$ cat src/hdl/rv_isa_pkg.sv
// RV32I ISA encoding definitions

package rv_isa_pkg;

  //////////////////////////////
  // Basic word types
  //////////////////////////////

  // Data and address word
  typedef logic [31:0] word_t;

  // Register file index
  typedef logic [4:0]  reg_addr_t;

  //////////////////////////////
  // Major opcodes
  //////////////////////////////

  // Only the base integer classes are decoded, anything else is illegal
  typedef enum logic [6:0] {
    OPC_LOAD   = 7'h03,
    OPC_OP_IMM = 7'h13,
    OPC_AUIPC  = 7'h17,
    OPC_STORE  = 7'h23,
    OPC_OP     = 7'h33,
    OPC_LUI    = 7'h37,
    OPC_BRANCH = 7'h63,
    OPC_JALR   = 7'h67,
    OPC_JAL    = 7'h6f
  } opcode_e;

  //////////////////////////////
  // Register field positions
  //////////////////////////////

  // LSB of rs1, rs2 and rd inside the instruction word
  localparam int unsigned REG_S1_LSB = 15;
  localparam int unsigned REG_S2_LSB = 20;
  localparam int unsigned REG_D_LSB  = 7;

endpackage
$ cat src/hdl/id_pipe_pkg.sv
// Decode stage selects and pipeline records

package id_pipe_pkg;

  import rv_isa_pkg::*;

  // ALU functions, low nibble follows {funct7[5], funct3}
  typedef enum logic [4:0] {
    ALU_ADD  = 5'b00000,
    ALU_SLL  = 5'b00001,
    ALU_SLT  = 5'b00010,
    ALU_SLTU = 5'b00011,
    ALU_XOR  = 5'b00100,
    ALU_SRL  = 5'b00101,
    ALU_OR   = 5'b00110,
    ALU_AND  = 5'b00111,
    ALU_SUB  = 5'b01000,
    ALU_SRA  = 5'b01101,
    // Branch compares, low bits follow funct3
    ALU_EQ   = 5'b10000,
    ALU_NE   = 5'b10001,
    ALU_LT   = 5'b10100,
    ALU_GE   = 5'b10101,
    ALU_LTU  = 5'b10110,
    ALU_GEU  = 5'b10111
  } alu_op_e;

  // Access size, matches funct3[1:0]
  typedef enum logic [1:0] {LSU_BYTE = 2'b00, LSU_HALF = 2'b01, LSU_WORD = 2'b10} lsu_size_e;

  //////////////////////////////
  // Operand mux selects
  //////////////////////////////

  typedef enum logic [1:0] {OP_A_REG_OR_FWD, OP_A_CURRPC, OP_A_IMM, OP_A_NONE} op_a_sel_e;
  typedef enum logic [1:0] {OP_B_REG_OR_FWD, OP_B_IMM, OP_B_NONE} op_b_sel_e;
  typedef enum logic [1:0] {OP_C_REG_OR_FWD, OP_C_BCH, OP_C_NONE} op_c_sel_e;
  typedef enum logic [1:0] {IMMB_I, IMMB_S, IMMB_U, IMMB_PCINCR} imm_b_sel_e;
  typedef enum logic [1:0] {SEL_REGFILE, SEL_FW_EX, SEL_FW_WB} fw_sel_e;
  typedef enum logic {JMP_JAL, JMP_JALR} jmp_sel_e;

  //////////////////////////////
  // Pipeline records
  //////////////////////////////

  // From fetch
  typedef struct packed {
    logic  valid;
    word_t pc;
    word_t instr;
  } if_id_pipe_t;

  // Forwarding selects from the controller
  typedef struct packed {
    fw_sel_e op_a_fw_sel;
    fw_sel_e op_b_fw_sel;
    fw_sel_e jalr_fw_sel;
  } byp_ctrl_t;

  // To execute
  typedef struct packed {
    logic      valid;
    word_t     pc;
    word_t     instr;
    logic      alu_en;
    logic      alu_bch;
    logic      alu_jmp;
    alu_op_e   alu_op;
    word_t     operand_a;
    word_t     operand_b;
    word_t     operand_c;
    logic      lsu_en;
    logic      lsu_we;
    lsu_size_e lsu_size;
    logic      lsu_sext;
    logic      rf_we;
    reg_addr_t rf_waddr;
    logic      illegal;
  } id_ex_pipe_t;

endpackage

$ cat src/hdl/id_stage.sv
// RV32I instruction decode stage

`timescale 1ns/10ps

module id_stage import rv_isa_pkg::*; import id_pipe_pkg::*; (
  input  logic        clk,
  input  logic        rst_n,
  input  if_id_pipe_t if_id_pipe_i,
  input  byp_ctrl_t   byp_i,
  input  word_t       rf_wdata_ex_i,
  input  word_t       rf_wdata_wb_i,
  input  word_t       rf_rdata_i [2],
  input  logic        ex_ready_i,
  input  logic        kill_i,
  output reg_addr_t   rf_raddr_o [2],
  output logic [1:0]  rf_re_o,
  output word_t       jmp_target_o,
  output logic        id_ready_o,
  output logic        id_valid_o,
  output id_ex_pipe_t id_ex_pipe_o
);

  // Decoded control
  logic       alu_en;
  logic       alu_bch;
  logic       alu_jmp;
  alu_op_e    alu_op;
  logic       lsu_en;
  logic       lsu_we;
  lsu_size_e  lsu_size;
  logic       lsu_sext;
  logic       rf_we;
  logic       illegal;
  op_a_sel_e  op_a_sel;
  op_b_sel_e  op_b_sel;
  op_c_sel_e  op_c_sel;
  imm_b_sel_e imm_b_sel;
  jmp_sel_e   jmp_sel;

  // Datapath
  word_t      operand_a;
  word_t      operand_b;
  word_t      operand_c;
  word_t      jalr_base;
  word_t      bch_target;
  reg_addr_t  rf_waddr;

  //////////////////////////////
  // Register fields
  //////////////////////////////

  assign rf_raddr_o[0] = if_id_pipe_i.instr[REG_S1_LSB +: $bits(reg_addr_t)];
  assign rf_raddr_o[1] = if_id_pipe_i.instr[REG_S2_LSB +: $bits(reg_addr_t)];
  assign rf_waddr      = if_id_pipe_i.instr[REG_D_LSB +: $bits(reg_addr_t)];

  id_decoder u_decoder (
    .instr_i     (if_id_pipe_i.instr),
    .alu_en_o    (alu_en),
    .alu_bch_o   (alu_bch),
    .alu_jmp_o   (alu_jmp),
    .alu_op_o    (alu_op),
    .lsu_en_o    (lsu_en),
    .lsu_we_o    (lsu_we),
    .lsu_size_o  (lsu_size),
    .lsu_sext_o  (lsu_sext),
    .rf_re_o     (rf_re_o),
    .rf_we_o     (rf_we),
    .illegal_o   (illegal),
    .op_a_sel_o  (op_a_sel),
    .op_b_sel_o  (op_b_sel),
    .op_c_sel_o  (op_c_sel),
    .imm_b_sel_o (imm_b_sel),
    .jmp_sel_o   (jmp_sel)
  );

  id_operand_mux u_operand_mux (
    .pc_i          (if_id_pipe_i.pc),
    .instr_i       (if_id_pipe_i.instr),
    .rf_rdata_i    (rf_rdata_i),
    .rf_wdata_ex_i (rf_wdata_ex_i),
    .rf_wdata_wb_i (rf_wdata_wb_i),
    .bch_target_i  (bch_target),
    .byp_i         (byp_i),
    .op_a_sel_i    (op_a_sel),
    .op_b_sel_i    (op_b_sel),
    .op_c_sel_i    (op_c_sel),
    .imm_b_sel_i   (imm_b_sel),
    .operand_a_o   (operand_a),
    .operand_b_o   (operand_b),
    .operand_c_o   (operand_c),
    .jalr_base_o   (jalr_base)
  );

  // Jump target goes straight back to fetch
  id_pc_target u_pc_target (
    .pc_i         (if_id_pipe_i.pc),
    .instr_i      (if_id_pipe_i.instr),
    .jalr_base_i  (jalr_base),
    .jmp_sel_i    (jmp_sel),
    .bch_target_o (bch_target),
    .jmp_target_o (jmp_target_o)
  );

  id_ex_pipe_reg u_pipe_reg (
    .clk          (clk),
    .rst_n        (rst_n),
    .if_id_pipe_i (if_id_pipe_i),
    .alu_en_i     (alu_en),
    .alu_bch_i    (alu_bch),
    .alu_jmp_i    (alu_jmp),
    .alu_op_i     (alu_op),
    .op_a_sel_i   (op_a_sel),
    .op_b_sel_i   (op_b_sel),
    .op_c_sel_i   (op_c_sel),
    .operand_a_i  (operand_a),
    .operand_b_i  (operand_b),
    .operand_c_i  (operand_c),
    .lsu_en_i     (lsu_en),
    .lsu_we_i     (lsu_we),
    .lsu_size_i   (lsu_size),
    .lsu_sext_i   (lsu_sext),
    .rf_we_i      (rf_we),
    .rf_waddr_i   (rf_waddr),
    .illegal_i    (illegal),
    .kill_i       (kill_i),
    .ex_ready_i   (ex_ready_i),
    .id_ready_o   (id_ready_o),
    .id_valid_o   (id_valid_o),
    .id_ex_pipe_o (id_ex_pipe_o)
  );

endmodule

$ cat src/hdl/id_ex_pipe_reg.sv
// ID/EX pipeline register

`timescale 1ns/10ps

module id_ex_pipe_reg import rv_isa_pkg::*; import id_pipe_pkg::*; (
  input  logic        clk,
  input  logic        rst_n,
  input  if_id_pipe_t if_id_pipe_i,
  input  logic        alu_en_i,
  input  logic        alu_bch_i,
  input  logic        alu_jmp_i,
  input  alu_op_e     alu_op_i,
  input  op_a_sel_e   op_a_sel_i,
  input  op_b_sel_e   op_b_sel_i,
  input  op_c_sel_e   op_c_sel_i,
  input  word_t       operand_a_i,
  input  word_t       operand_b_i,
  input  word_t       operand_c_i,
  input  logic        lsu_en_i,
  input  logic        lsu_we_i,
  input  lsu_size_e   lsu_size_i,
  input  logic        lsu_sext_i,
  input  logic        rf_we_i,
  input  reg_addr_t   rf_waddr_i,
  input  logic        illegal_i,
  input  logic        kill_i,
  input  logic        ex_ready_i,
  output logic        id_ready_o,
  output logic        id_valid_o,
  output id_ex_pipe_t id_ex_pipe_o
);

  //////////////////////////////
  // Stage handshake
  //////////////////////////////

  // A killed instruction is dropped, so ID can always accept then
  assign id_valid_o = if_id_pipe_i.valid && !kill_i;
  assign id_ready_o = ex_ready_i || kill_i;

  //////////////////////////////
  // Record register
  //////////////////////////////

  always_ff @(posedge clk or negedge rst_n) begin
    if (!rst_n) begin
      id_ex_pipe_o <= '0;
    end else if (id_valid_o && ex_ready_i) begin
      id_ex_pipe_o.valid   <= 1'b1;
      id_ex_pipe_o.pc      <= if_id_pipe_i.pc;
      id_ex_pipe_o.instr   <= if_id_pipe_i.instr;
      id_ex_pipe_o.illegal <= illegal_i;

      // Operands only load when their mux is in use
      if (op_a_sel_i != OP_A_NONE) begin
        id_ex_pipe_o.operand_a <= operand_a_i;
      end
      if (op_b_sel_i != OP_B_NONE) begin
        id_ex_pipe_o.operand_b <= operand_b_i;
      end
      if (op_c_sel_i != OP_C_NONE) begin
        id_ex_pipe_o.operand_c <= operand_c_i;
      end

      // ALU details follow the unit enable
      id_ex_pipe_o.alu_en <= alu_en_i;
      if (alu_en_i) begin
        id_ex_pipe_o.alu_bch <= alu_bch_i;
        id_ex_pipe_o.alu_jmp <= alu_jmp_i;
        id_ex_pipe_o.alu_op  <= alu_op_i;
      end

      // LSU details likewise
      id_ex_pipe_o.lsu_en <= lsu_en_i;
      if (lsu_en_i) begin
        id_ex_pipe_o.lsu_we   <= lsu_we_i;
        id_ex_pipe_o.lsu_size <= lsu_size_i;
        id_ex_pipe_o.lsu_sext <= lsu_sext_i;
      end

      id_ex_pipe_o.rf_we <= rf_we_i;
      if (rf_we_i) begin
        id_ex_pipe_o.rf_waddr <= rf_waddr_i;
      end
    end else if (ex_ready_i) begin
      // EX consumed its record, nothing new arrives
      id_ex_pipe_o.valid <= 1'b0;
    end
  end

endmodule

$ cat src/hdl/id_pc_target.sv
// Branch and jump target adders

`timescale 1ns/10ps

module id_pc_target import rv_isa_pkg::*; import id_pipe_pkg::*; (
  input  word_t    pc_i,
  input  word_t    instr_i,
  input  word_t    jalr_base_i,
  input  jmp_sel_e jmp_sel_i,
  output word_t    bch_target_o,
  output word_t    jmp_target_o
);

  word_t imm_i;
  word_t imm_sb;
  word_t imm_uj;
  word_t jalr_sum;

  assign imm_i  = {{20{instr_i[31]}}, instr_i[31:20]};
  assign imm_sb = {{19{instr_i[31]}}, instr_i[31], instr_i[7], instr_i[30:25],
                   instr_i[11:8], 1'b0};
  assign imm_uj = {{11{instr_i[31]}}, instr_i[31], instr_i[19:12], instr_i[20],
                   instr_i[30:21], 1'b0};

  // Branch target, resolved later in EX
  assign bch_target_o = pc_i + imm_sb;

  // JALR clears the lowest bit of the sum
  assign jalr_sum     = jalr_base_i + imm_i;
  assign jmp_target_o = (jmp_sel_i == JMP_JALR) ? {jalr_sum[31:1], 1'b0} : pc_i + imm_uj;

endmodule

$ cat src/hdl/id_operand_mux.sv
// Operand selection and forwarding

`timescale 1ns/10ps

module id_operand_mux import rv_isa_pkg::*; import id_pipe_pkg::*; (
  input  word_t      pc_i,
  input  word_t      instr_i,
  input  word_t      rf_rdata_i [2],
  input  word_t      rf_wdata_ex_i,
  input  word_t      rf_wdata_wb_i,
  input  word_t      bch_target_i,
  input  byp_ctrl_t  byp_i,
  input  op_a_sel_e  op_a_sel_i,
  input  op_b_sel_e  op_b_sel_i,
  input  op_c_sel_e  op_c_sel_i,
  input  imm_b_sel_e imm_b_sel_i,
  output word_t      operand_a_o,
  output word_t      operand_b_o,
  output word_t      operand_c_o,
  output word_t      jalr_base_o
);

  word_t imm_i;
  word_t imm_s;
  word_t imm_u;
  word_t imm_b;
  word_t operand_a_fw;
  word_t operand_b_fw;

  // One forwarding mux, shared by A, B and the JALR base
  function automatic word_t fw_mux(fw_sel_e sel, word_t rf, word_t ex, word_t wb);
    word_t res;
    unique case (sel)
      SEL_FW_EX: res = ex;
      SEL_FW_WB: res = wb;
      default:   res = rf;
    endcase
    return res;
  endfunction

  //////////////////////////////
  // Immediates
  //////////////////////////////

  assign imm_i = {{20{instr_i[31]}}, instr_i[31:20]};
  assign imm_s = {{20{instr_i[31]}}, instr_i[31:25], instr_i[11:7]};
  assign imm_u = {instr_i[31:12], 12'h000};

  always_comb begin
    unique case (imm_b_sel_i)
      IMMB_S:      imm_b = imm_s;
      IMMB_U:      imm_b = imm_u;
      // Link address offset
      IMMB_PCINCR: imm_b = 32'd4;
      default:     imm_b = imm_i;
    endcase
  end

  //////////////////////////////
  // Forwarding
  //////////////////////////////

  assign operand_a_fw = fw_mux(byp_i.op_a_fw_sel, rf_rdata_i[0], rf_wdata_ex_i, rf_wdata_wb_i);
  assign operand_b_fw = fw_mux(byp_i.op_b_fw_sel, rf_rdata_i[1], rf_wdata_ex_i, rf_wdata_wb_i);
  assign jalr_base_o  = fw_mux(byp_i.jalr_fw_sel, rf_rdata_i[0], rf_wdata_ex_i, rf_wdata_wb_i);

  //////////////////////////////
  // Operand selection
  //////////////////////////////

  always_comb begin
    unique case (op_a_sel_i)
      OP_A_CURRPC: operand_a_o = pc_i;
      // Zero immediate, LUI adds onto it
      OP_A_IMM:    operand_a_o = '0;
      default:     operand_a_o = operand_a_fw;
    endcase
  end

  assign operand_b_o = (op_b_sel_i == OP_B_IMM) ? imm_b : operand_b_fw;

  // Store data or branch target
  assign operand_c_o = (op_c_sel_i == OP_C_BCH) ? bch_target_i : operand_b_fw;

endmodule

$ cat src/hdl/id_decoder.sv
// RV32I instruction decoder

`timescale 1ns/10ps

module id_decoder import rv_isa_pkg::*; import id_pipe_pkg::*; (
  input  word_t      instr_i,
  output logic       alu_en_o,
  output logic       alu_bch_o,
  output logic       alu_jmp_o,
  output alu_op_e    alu_op_o,
  output logic       lsu_en_o,
  output logic       lsu_we_o,
  output lsu_size_e  lsu_size_o,
  output logic       lsu_sext_o,
  output logic [1:0] rf_re_o,
  output logic       rf_we_o,
  output logic       illegal_o,
  output op_a_sel_e  op_a_sel_o,
  output op_b_sel_e  op_b_sel_o,
  output op_c_sel_e  op_c_sel_o,
  output imm_b_sel_e imm_b_sel_o,
  output jmp_sel_e   jmp_sel_o
);

  opcode_e    opcode;
  logic [2:0] funct3;
  logic [6:0] funct7;
  logic       shift;

  assign opcode = opcode_e'(instr_i[6:0]);
  assign funct3 = instr_i[14:12];
  assign funct7 = instr_i[31:25];
  // SLLI, SRLI and SRAI carry funct7 in the immediate field
  assign shift  = (funct3[1:0] == 2'b01);

  always_comb begin
    // Defaults describe a bubble
    alu_en_o    = 1'b0;
    alu_bch_o   = 1'b0;
    alu_jmp_o   = 1'b0;
    alu_op_o    = ALU_ADD;
    lsu_en_o    = 1'b0;
    lsu_we_o    = 1'b0;
    lsu_size_o  = LSU_WORD;
    lsu_sext_o  = 1'b0;
    rf_re_o     = 2'b00;
    rf_we_o     = 1'b0;
    illegal_o   = 1'b0;
    op_a_sel_o  = OP_A_NONE;
    op_b_sel_o  = OP_B_NONE;
    op_c_sel_o  = OP_C_NONE;
    imm_b_sel_o = IMMB_I;
    jmp_sel_o   = JMP_JAL;

    unique case (opcode)
      OPC_OP: begin
        alu_en_o   = 1'b1;
        rf_we_o    = 1'b1;
        rf_re_o    = 2'b11;
        op_a_sel_o = OP_A_REG_OR_FWD;
        op_b_sel_o = OP_B_REG_OR_FWD;
        alu_op_o   = alu_op_e'({1'b0, funct7[5], funct3});
        // Only SUB and SRA use the alternate funct7
        illegal_o  = !((funct7 == 7'h00) ||
                       ((funct7 == 7'h20) && ((funct3 == 3'b000) || (funct3 == 3'b101))));
      end
      OPC_OP_IMM: begin
        alu_en_o   = 1'b1;
        rf_we_o    = 1'b1;
        rf_re_o    = 2'b01;
        op_a_sel_o = OP_A_REG_OR_FWD;
        op_b_sel_o = OP_B_IMM;
        alu_op_o   = alu_op_e'({1'b0, shift && funct7[5], funct3});
        illegal_o  = shift && !((funct7 == 7'h00) || ((funct7 == 7'h20) && funct3[2]));
      end
      OPC_LUI, OPC_AUIPC: begin
        // Upper immediate added to zero or to the PC
        alu_en_o    = 1'b1;
        rf_we_o     = 1'b1;
        op_a_sel_o  = (opcode == OPC_LUI) ? OP_A_IMM : OP_A_CURRPC;
        op_b_sel_o  = OP_B_IMM;
        imm_b_sel_o = IMMB_U;
      end
      OPC_JAL, OPC_JALR: begin
        // Link value is PC + 4, computed in the ALU
        alu_en_o    = 1'b1;
        alu_jmp_o   = 1'b1;
        rf_we_o     = 1'b1;
        op_a_sel_o  = OP_A_CURRPC;
        op_b_sel_o  = OP_B_IMM;
        imm_b_sel_o = IMMB_PCINCR;
        if (opcode == OPC_JALR) begin
          jmp_sel_o = JMP_JALR;
          rf_re_o   = 2'b01;
          illegal_o = (funct3 != 3'b000);
        end
      end
      OPC_BRANCH: begin
        alu_en_o   = 1'b1;
        alu_bch_o  = 1'b1;
        rf_re_o    = 2'b11;
        op_a_sel_o = OP_A_REG_OR_FWD;
        op_b_sel_o = OP_B_REG_OR_FWD;
        op_c_sel_o = OP_C_BCH;
        alu_op_o   = alu_op_e'({2'b10, funct3});
        illegal_o  = (funct3[2:1] == 2'b01);
      end
      OPC_LOAD: begin
        lsu_en_o   = 1'b1;
        rf_we_o    = 1'b1;
        rf_re_o    = 2'b01;
        op_a_sel_o = OP_A_REG_OR_FWD;
        op_b_sel_o = OP_B_IMM;
        lsu_size_o = lsu_size_e'(funct3[1:0]);
        lsu_sext_o = !funct3[2];
        illegal_o  = (funct3[1:0] == 2'b11) || (funct3[2:1] == 2'b11);
      end
      OPC_STORE: begin
        // Store data travels in operand C
        lsu_en_o    = 1'b1;
        lsu_we_o    = 1'b1;
        rf_re_o     = 2'b11;
        op_a_sel_o  = OP_A_REG_OR_FWD;
        op_b_sel_o  = OP_B_IMM;
        op_c_sel_o  = OP_C_REG_OR_FWD;
        imm_b_sel_o = IMMB_S;
        lsu_size_o  = lsu_size_e'(funct3[1:0]);
        illegal_o   = funct3[2] || (funct3[1:0] == 2'b11);
      end
      default: illegal_o = 1'b1;
    endcase

    // Illegal instructions enable nothing but read both sources speculatively
    if (illegal_o) begin
      alu_en_o  = 1'b0;
      alu_bch_o = 1'b0;
      alu_jmp_o = 1'b0;
      lsu_en_o  = 1'b0;
      lsu_we_o  = 1'b0;
      rf_we_o   = 1'b0;
      rf_re_o   = 2'b11;
    end
  end

endmodule

$ cat config.mk
export PLATFORM = sky130hd
export DESIGN_NAME = id_stage
export DESIGN_NICKNAME = d
export VERILOG_FILES = /design/src/hdl/rv_isa_pkg.sv /design/src/hdl/id_pipe_pkg.sv /design/src/hdl/id_stage.sv /design/src/hdl/id_ex_pipe_reg.sv /design/src/hdl/id_pc_target.sv /design/src/hdl/id_operand_mux.sv /design/src/hdl/id_decoder.sv
export SDC_FILE = /design/constraint.sdc
export NUM_CORES = 1
export LEC_CHECK = 0
export BUFFER_PORTS_ARGS = -buffer_cell sky130_fd_sc_hd__buf_2
export CORE_AREA = 2 2 167 210
export CTS_BUF_LIST = sky130_fd_sc_hd__clkbuf_4 sky130_fd_sc_hd__clkbuf_8
export DETAILED_ROUTE_END_ITERATION = 10
export DIE_AREA = 0 0 169 212
export PLACE_DENSITY = 0.7
export SYNTH_ARGS = -nofsm -noshare
export SYNTH_HDL_FRONTEND = slang
export SYNTH_HIERARCHICAL = 1
export SYNTH_SLANG_ARGS = --single-unit
$ cat constraint.sdc
create_clock -name clk -period 5.7 [get_ports clk]
set_input_delay 1.14 -clock clk [delete_from_list [all_inputs] [get_ports clk]]
set_output_delay 1.14 -clock clk [all_outputs]
set_load 0.03 [all_outputs]
* Word-level counts from Yosys, hierarchy flattened *
Index checks and enable logic that the tools add are counted.

operators by class
  equality and inequality tests = 31
  bitwise gates (word level) = 0
  reduce and logical (&&, ||, !) cells = 36
  $lt $le $gt $ge = 0
  multipliers = 0
  shift-type cells = 0
  add/subtract/negate cells = 3
  multiplexer cells = 37
  div/mod/pow operators = 0

operator list
  operator                                                         count
  32-bit case mux with 2 select lines                              4
  32-bit adder                                                     3
  32-bit two-way mux                                               3
  32-bit case mux with 3 select lines                              1
  7-bit by 6-bit == test with 1-bit output, second input constant  4
  7-bit == test, second input constant                             3
  7-bit OR reduction                                               3
  1-bit two-way mux                                                19
  2-bit by 1-bit == test with 1-bit output, second input constant  9
  2-bit case mux with 3 select lines                               3
  2-bit == test, second input constant                             8
  5-bit case mux with 3 select lines                               1
  7-bit by 5-bit == test with 1-bit output, second input constant  2
  2-bit AND reduction                                              6
  2-bit OR reduction                                               5
  2-bit case mux with 2 select lines                               2
  7-bit by 2-bit == test with 1-bit output, second input constant  1
  7-bit zero test                                                  1
  1-bit case mux with 7 select lines                               1
  1-bit logical AND                                                6
  1-bit logical OR                                                 6
  2-bit two-way mux                                                3
  2-bit != test, second input constant                             3
  5-bit OR reduction                                               1
  other kinds (6)                                                  9

word-level totals
  bits of input ports = 203
  latch bits = 0
  RAM bits = 0
  bits in read-only memories = 0
  logic and storage cells = 124
  register bits after elaboration = 181
  memories = 0

* Depth between registers and ports, before layout *
  word-level depth = 8
  depth in mapped cells = 17

* Hierarchy *
Netlist, hierarchy kept.

by module, submodules not included
  module          cells each  area an instance (µm²)  instances
  id_ex_pipe_reg  533         6926.6                  1
  id_pc_target    641         4414.2                  1
  id_operand_mux  505         3133.0                  1
  id_decoder      81          478.0                   1
  id_stage        10          75.1                    1

* Worst setup path before layout *
OpenSTA, ideal clock, no wires.

  kind = in2out
  start = input port byp_i[0] (netlist name)
  end = output port jmp_target_o[20]
  path buffers = 2
  data arrival time = 4.586 ns
  cell stages on the path = 17
  slack = -0.026 ns
  path through = inv_1 > ha_1 > buf_2 > buf_2 > nand2_1 > o21ai_0 > and2_1 > fa_1 > a211o_1 > a211oi_2 > o32ai_1 > nand4_1 > a21boi_1 > or4b_1 > a31oi_1 > xor2_1 > a21oi_1

on the way
  longest elaborated chain between the ends = 4
  elaborated cells between the ends (all ways) = 5

RTL lines
  what                                                                              RTL line              text
  start, declared                                                                   id_stage.sv:9         input byp_ctrl_t byp_i,
  2-bit == test / 2-bit by 1-bit == test with 1-bit output (equally long branches)  id_operand_mux.sv:33  unique case (sel)
  32-bit case mux with 2 select lines *                                             id_operand_mux.sv:33
  net jalr_base[0]                                                                  id_stage.sv:44        word_t jalr_base;
  32-bit adder *                                                                    id_pc_target.sv:29    assign jalr_sum = jalr_base_i + imm_i;
  32-bit two-way mux *                                                              id_pc_target.sv:30    assign jmp_target_o = (jmp_sel_i == JMP_JALR) ? {jalr_sum[31:1], 1'b0} : pc_i + imm_uj;
  end, declared                                                                     id_stage.sv:17        output word_t jmp_target_o,

Mark *: on every way through the listed nets, which the timed path passes. The rest lies on a longest branch.

* Worst setup path after layout *
  start = input port byp_i[0] (netlist name)
  end = output port jmp_target_o[29]

Same word-level chain as after synthesis.

==> reports/qor.csv <==
metric;value;unit
cts_tree;yes;
hold_path.class;register to register;
finalPower;0.00507;W
grt_pass1_wl;98.3;mm
synth_cell_types;77;
rows;76;
final_cell_mix;423 x buf_2, 381 x nand2_1, 181 x dfrtp_1;
hold_depth;2;
syn_to_final_growth;22.2;%
finalHoldViolations;0;
ys.flop_type;dfrtp_1;
grt_max_degree;96;
tightest_slew;1.20;ns
p_per_area;276;nW/µm²
fin_nets;2467;
via_count;16000;
layout.cells.most_common;buf_2;
skew;0;ns
crit-reg2reg-launch;u_pipe_reg/id_ex_pipe_o[91];
top_register;u_pipe_reg/id_ex_pipe_o;
clk_pin_slew;0.10;ns
synth_edf_count;0;
peakVddDrop;159;µV
drv_slew;0;
drtPass1Iterations;6;
ys_seq_area_share;30.1;%
grt-ovfl-total;0;
start_util;44.1;%
hold_start;u_pipe_reg/id_ex_pipe_o[123];
drt_wl_total;68.8;mm
status;finished, final reports clean;
vias_per_cell;6.07;
fp.dieArea;35800;µm²
async_reset_ff_share;100;%
synth-seq-cells;181;
syn-cell-area;15000;µm²
cts_max_level;4;
setup_tns;0;ns
cp_max_fo;19;
coreArea;34000;µm²
whs_endpoint;u_pipe_reg/id_ex_pipe_o[123];
drcViolationCount;0;
die_h;212;µm
synth_cells;1770;
dp.final_hpwl;53.9;mm
drive_above_1_share;34.5;%
stdcell_area;18400;µm²
avgSynthCellArea;8.49;µm²
initialDrtViolationCount;1494;
crit_required;4.56;ns
cts.sinks;181;
critPathLaunchType;primary input;
arrival;4.43;ns
slew_headroom;20.1;%
cts_buffers;17;
antenna_found_initial;13;
die_w;169;µm
synth_nets;2056;
regToRegSetupSlack;4.86;ns
io_buffers;429;
wl_per_cell;26.1;µm
gpl.final_weighted_congestion;1.02;
end_kind;output pin;
rr_worst_depth;1;
p_leak;9.24;nW
first_global_vias;15500;
setup_viol;0;
largest_reg_flops;181;
placed_area;17700;µm²
ant_nets;0;
clock-root-buffer;clkbuf_8;
reg.largest.list;u_pipe_reg/id_ex_pipe_o (181);
period_needed;5.57;ns
ios;430;
finalCritPeriodShare;97.7;%
ys_warn_count;6;
r2r_end;u_pipe_reg/id_ex_pipe_o[91];
critPathKind;primary input to output pin;
max_cap_viol_count;0;
fmax;180;MHz
clkLatencyLatePin;0.50;ns
clk_path_buf_depth;2;
grt_use_total;37.5;%
rsz0062_at_grt;no;
-- cells by family after synthesis --
family | share of synthesized area (%)
and+or+nand+nor | 16.9
AOI/OAI and AO/OA | 25.7
DFF | 30.1
buffers and inverters | 5.64
muxes | 10.0
adders and majority gates | 7.06
xor gates and xnor gates | 4.55
-- per-stage QoR --
stage	hold WS, ns	instances	setup slack, ns	util, %
finish	0.480	2634	0.130	53.9
global route	0.495	2626	0.00947	53.9
detailed placement	0.457	2585	-0.0976	52.0
CTS	0.484	2618	0.00418	53.3
floorplan	0.647	1770	0.00931	-
global placement	0.452	2585	-0.0383	52.0
-- area by class of cell --
cell class / instances / area (µm²)
diodes: 11 / 27.5
multi-input cells: 1427 / 9770
clock inverters: 14 / 166
flip-flops and latches: 181 / 4530
fillers: 3325 / 15700
well taps: 429 / 537
clock buffers: 18 / 241
repair buffers: 524 / 2980
inverters: 30 / 113
-- worst max path at each step --
stage                  start                to  slack, ns  depth (start not counted)
floorplan           byp_i[0]  jmp_target_o[26]      0.009                         17
global placement    byp_i[0]  jmp_target_o[20]      -0.04                         17
detailed placement  byp_i[1]  jmp_target_o[26]       -0.1                         18
CTS                 byp_i[0]  jmp_target_o[20]      0.004                         17
global route        byp_i[1]  jmp_target_o[28]      0.009                         18
finish              byp_i[0]  jmp_target_o[29]       0.13                         17
-- cell usage after synthesis, drive strengths merged, types with 4 or more instances --
cell type	number	area, µm²
ha	80	1000
nand2b	21	131
nor3	14	75.1
a31oi	10	62.6
nor3b	4	40.0
o31ai	4	30.0
nand3	15	75.1
xnor2	46	403
o21bai	9	67.6
a221o	33	330
nand2	384	1450
nor2b	13	83.8
and3	6	37.5
a21oi	81	432
mux2	113	1390
a211oi	13	113
nor2	67	251
and2	14	87.6
dfrtp	181	4530
a21o	46	345
clkbuf	39	146
o21ai	229	1270
a22oi	52	485
buf	93	588
o22ai	8	50.1
mux2i	12	120
o211ai	5	37.5
or3	5	31.3
o21a	11	82.6
nand3b	9	80.1
a21boi	10	75.1
nand4	8	50.1
inv	30	113
a221oi	35	307
xor2	32	280
-- report_power, final --
part           internal [W]  switching, W
clock network      0.000373      0.000589
registers           0.00150      0.000121
logic              0.000872       0.00161
total               0.00274       0.00232
-- worst max-delay path, cell delays in order --
cell and delay (ns):
buf_2 0.12, inv_1 0.07, ha_4 0.18, buf_6 0.14, buf_8 0.16, a22oi_1 0.17
o21ai_0 0.12, ha_1 0.38, and2_4 0.20, nand2_1 0.07, o21ai_1 0.16, a21oi_2 0.05
a41o_1 0.28, o31a_1 0.32, or4b_1 0.50, nand4b_1 0.17, buf_4 0.19
-- layer usage --
metal / global-route usage (%) / part of all wire (%) / up-vias
met3: 7.19 / 7.8 / 235
met4: 29.6 / 9.0 / 8
li1: - / - / 7200
met1: 42.3 / 37 / 7618
met5: 0 / 0.074 / -
met2: 62.3 / 46 / 919
-- repair_timing --
item	CTS	global route
pin swaps	4	11
cloned	0	2
endpoints found under the setup margin	8	15
hold buffers	0	0
resized for setup	7	29
setup buffers	1	3
Power figures use the tool's default switching activity.
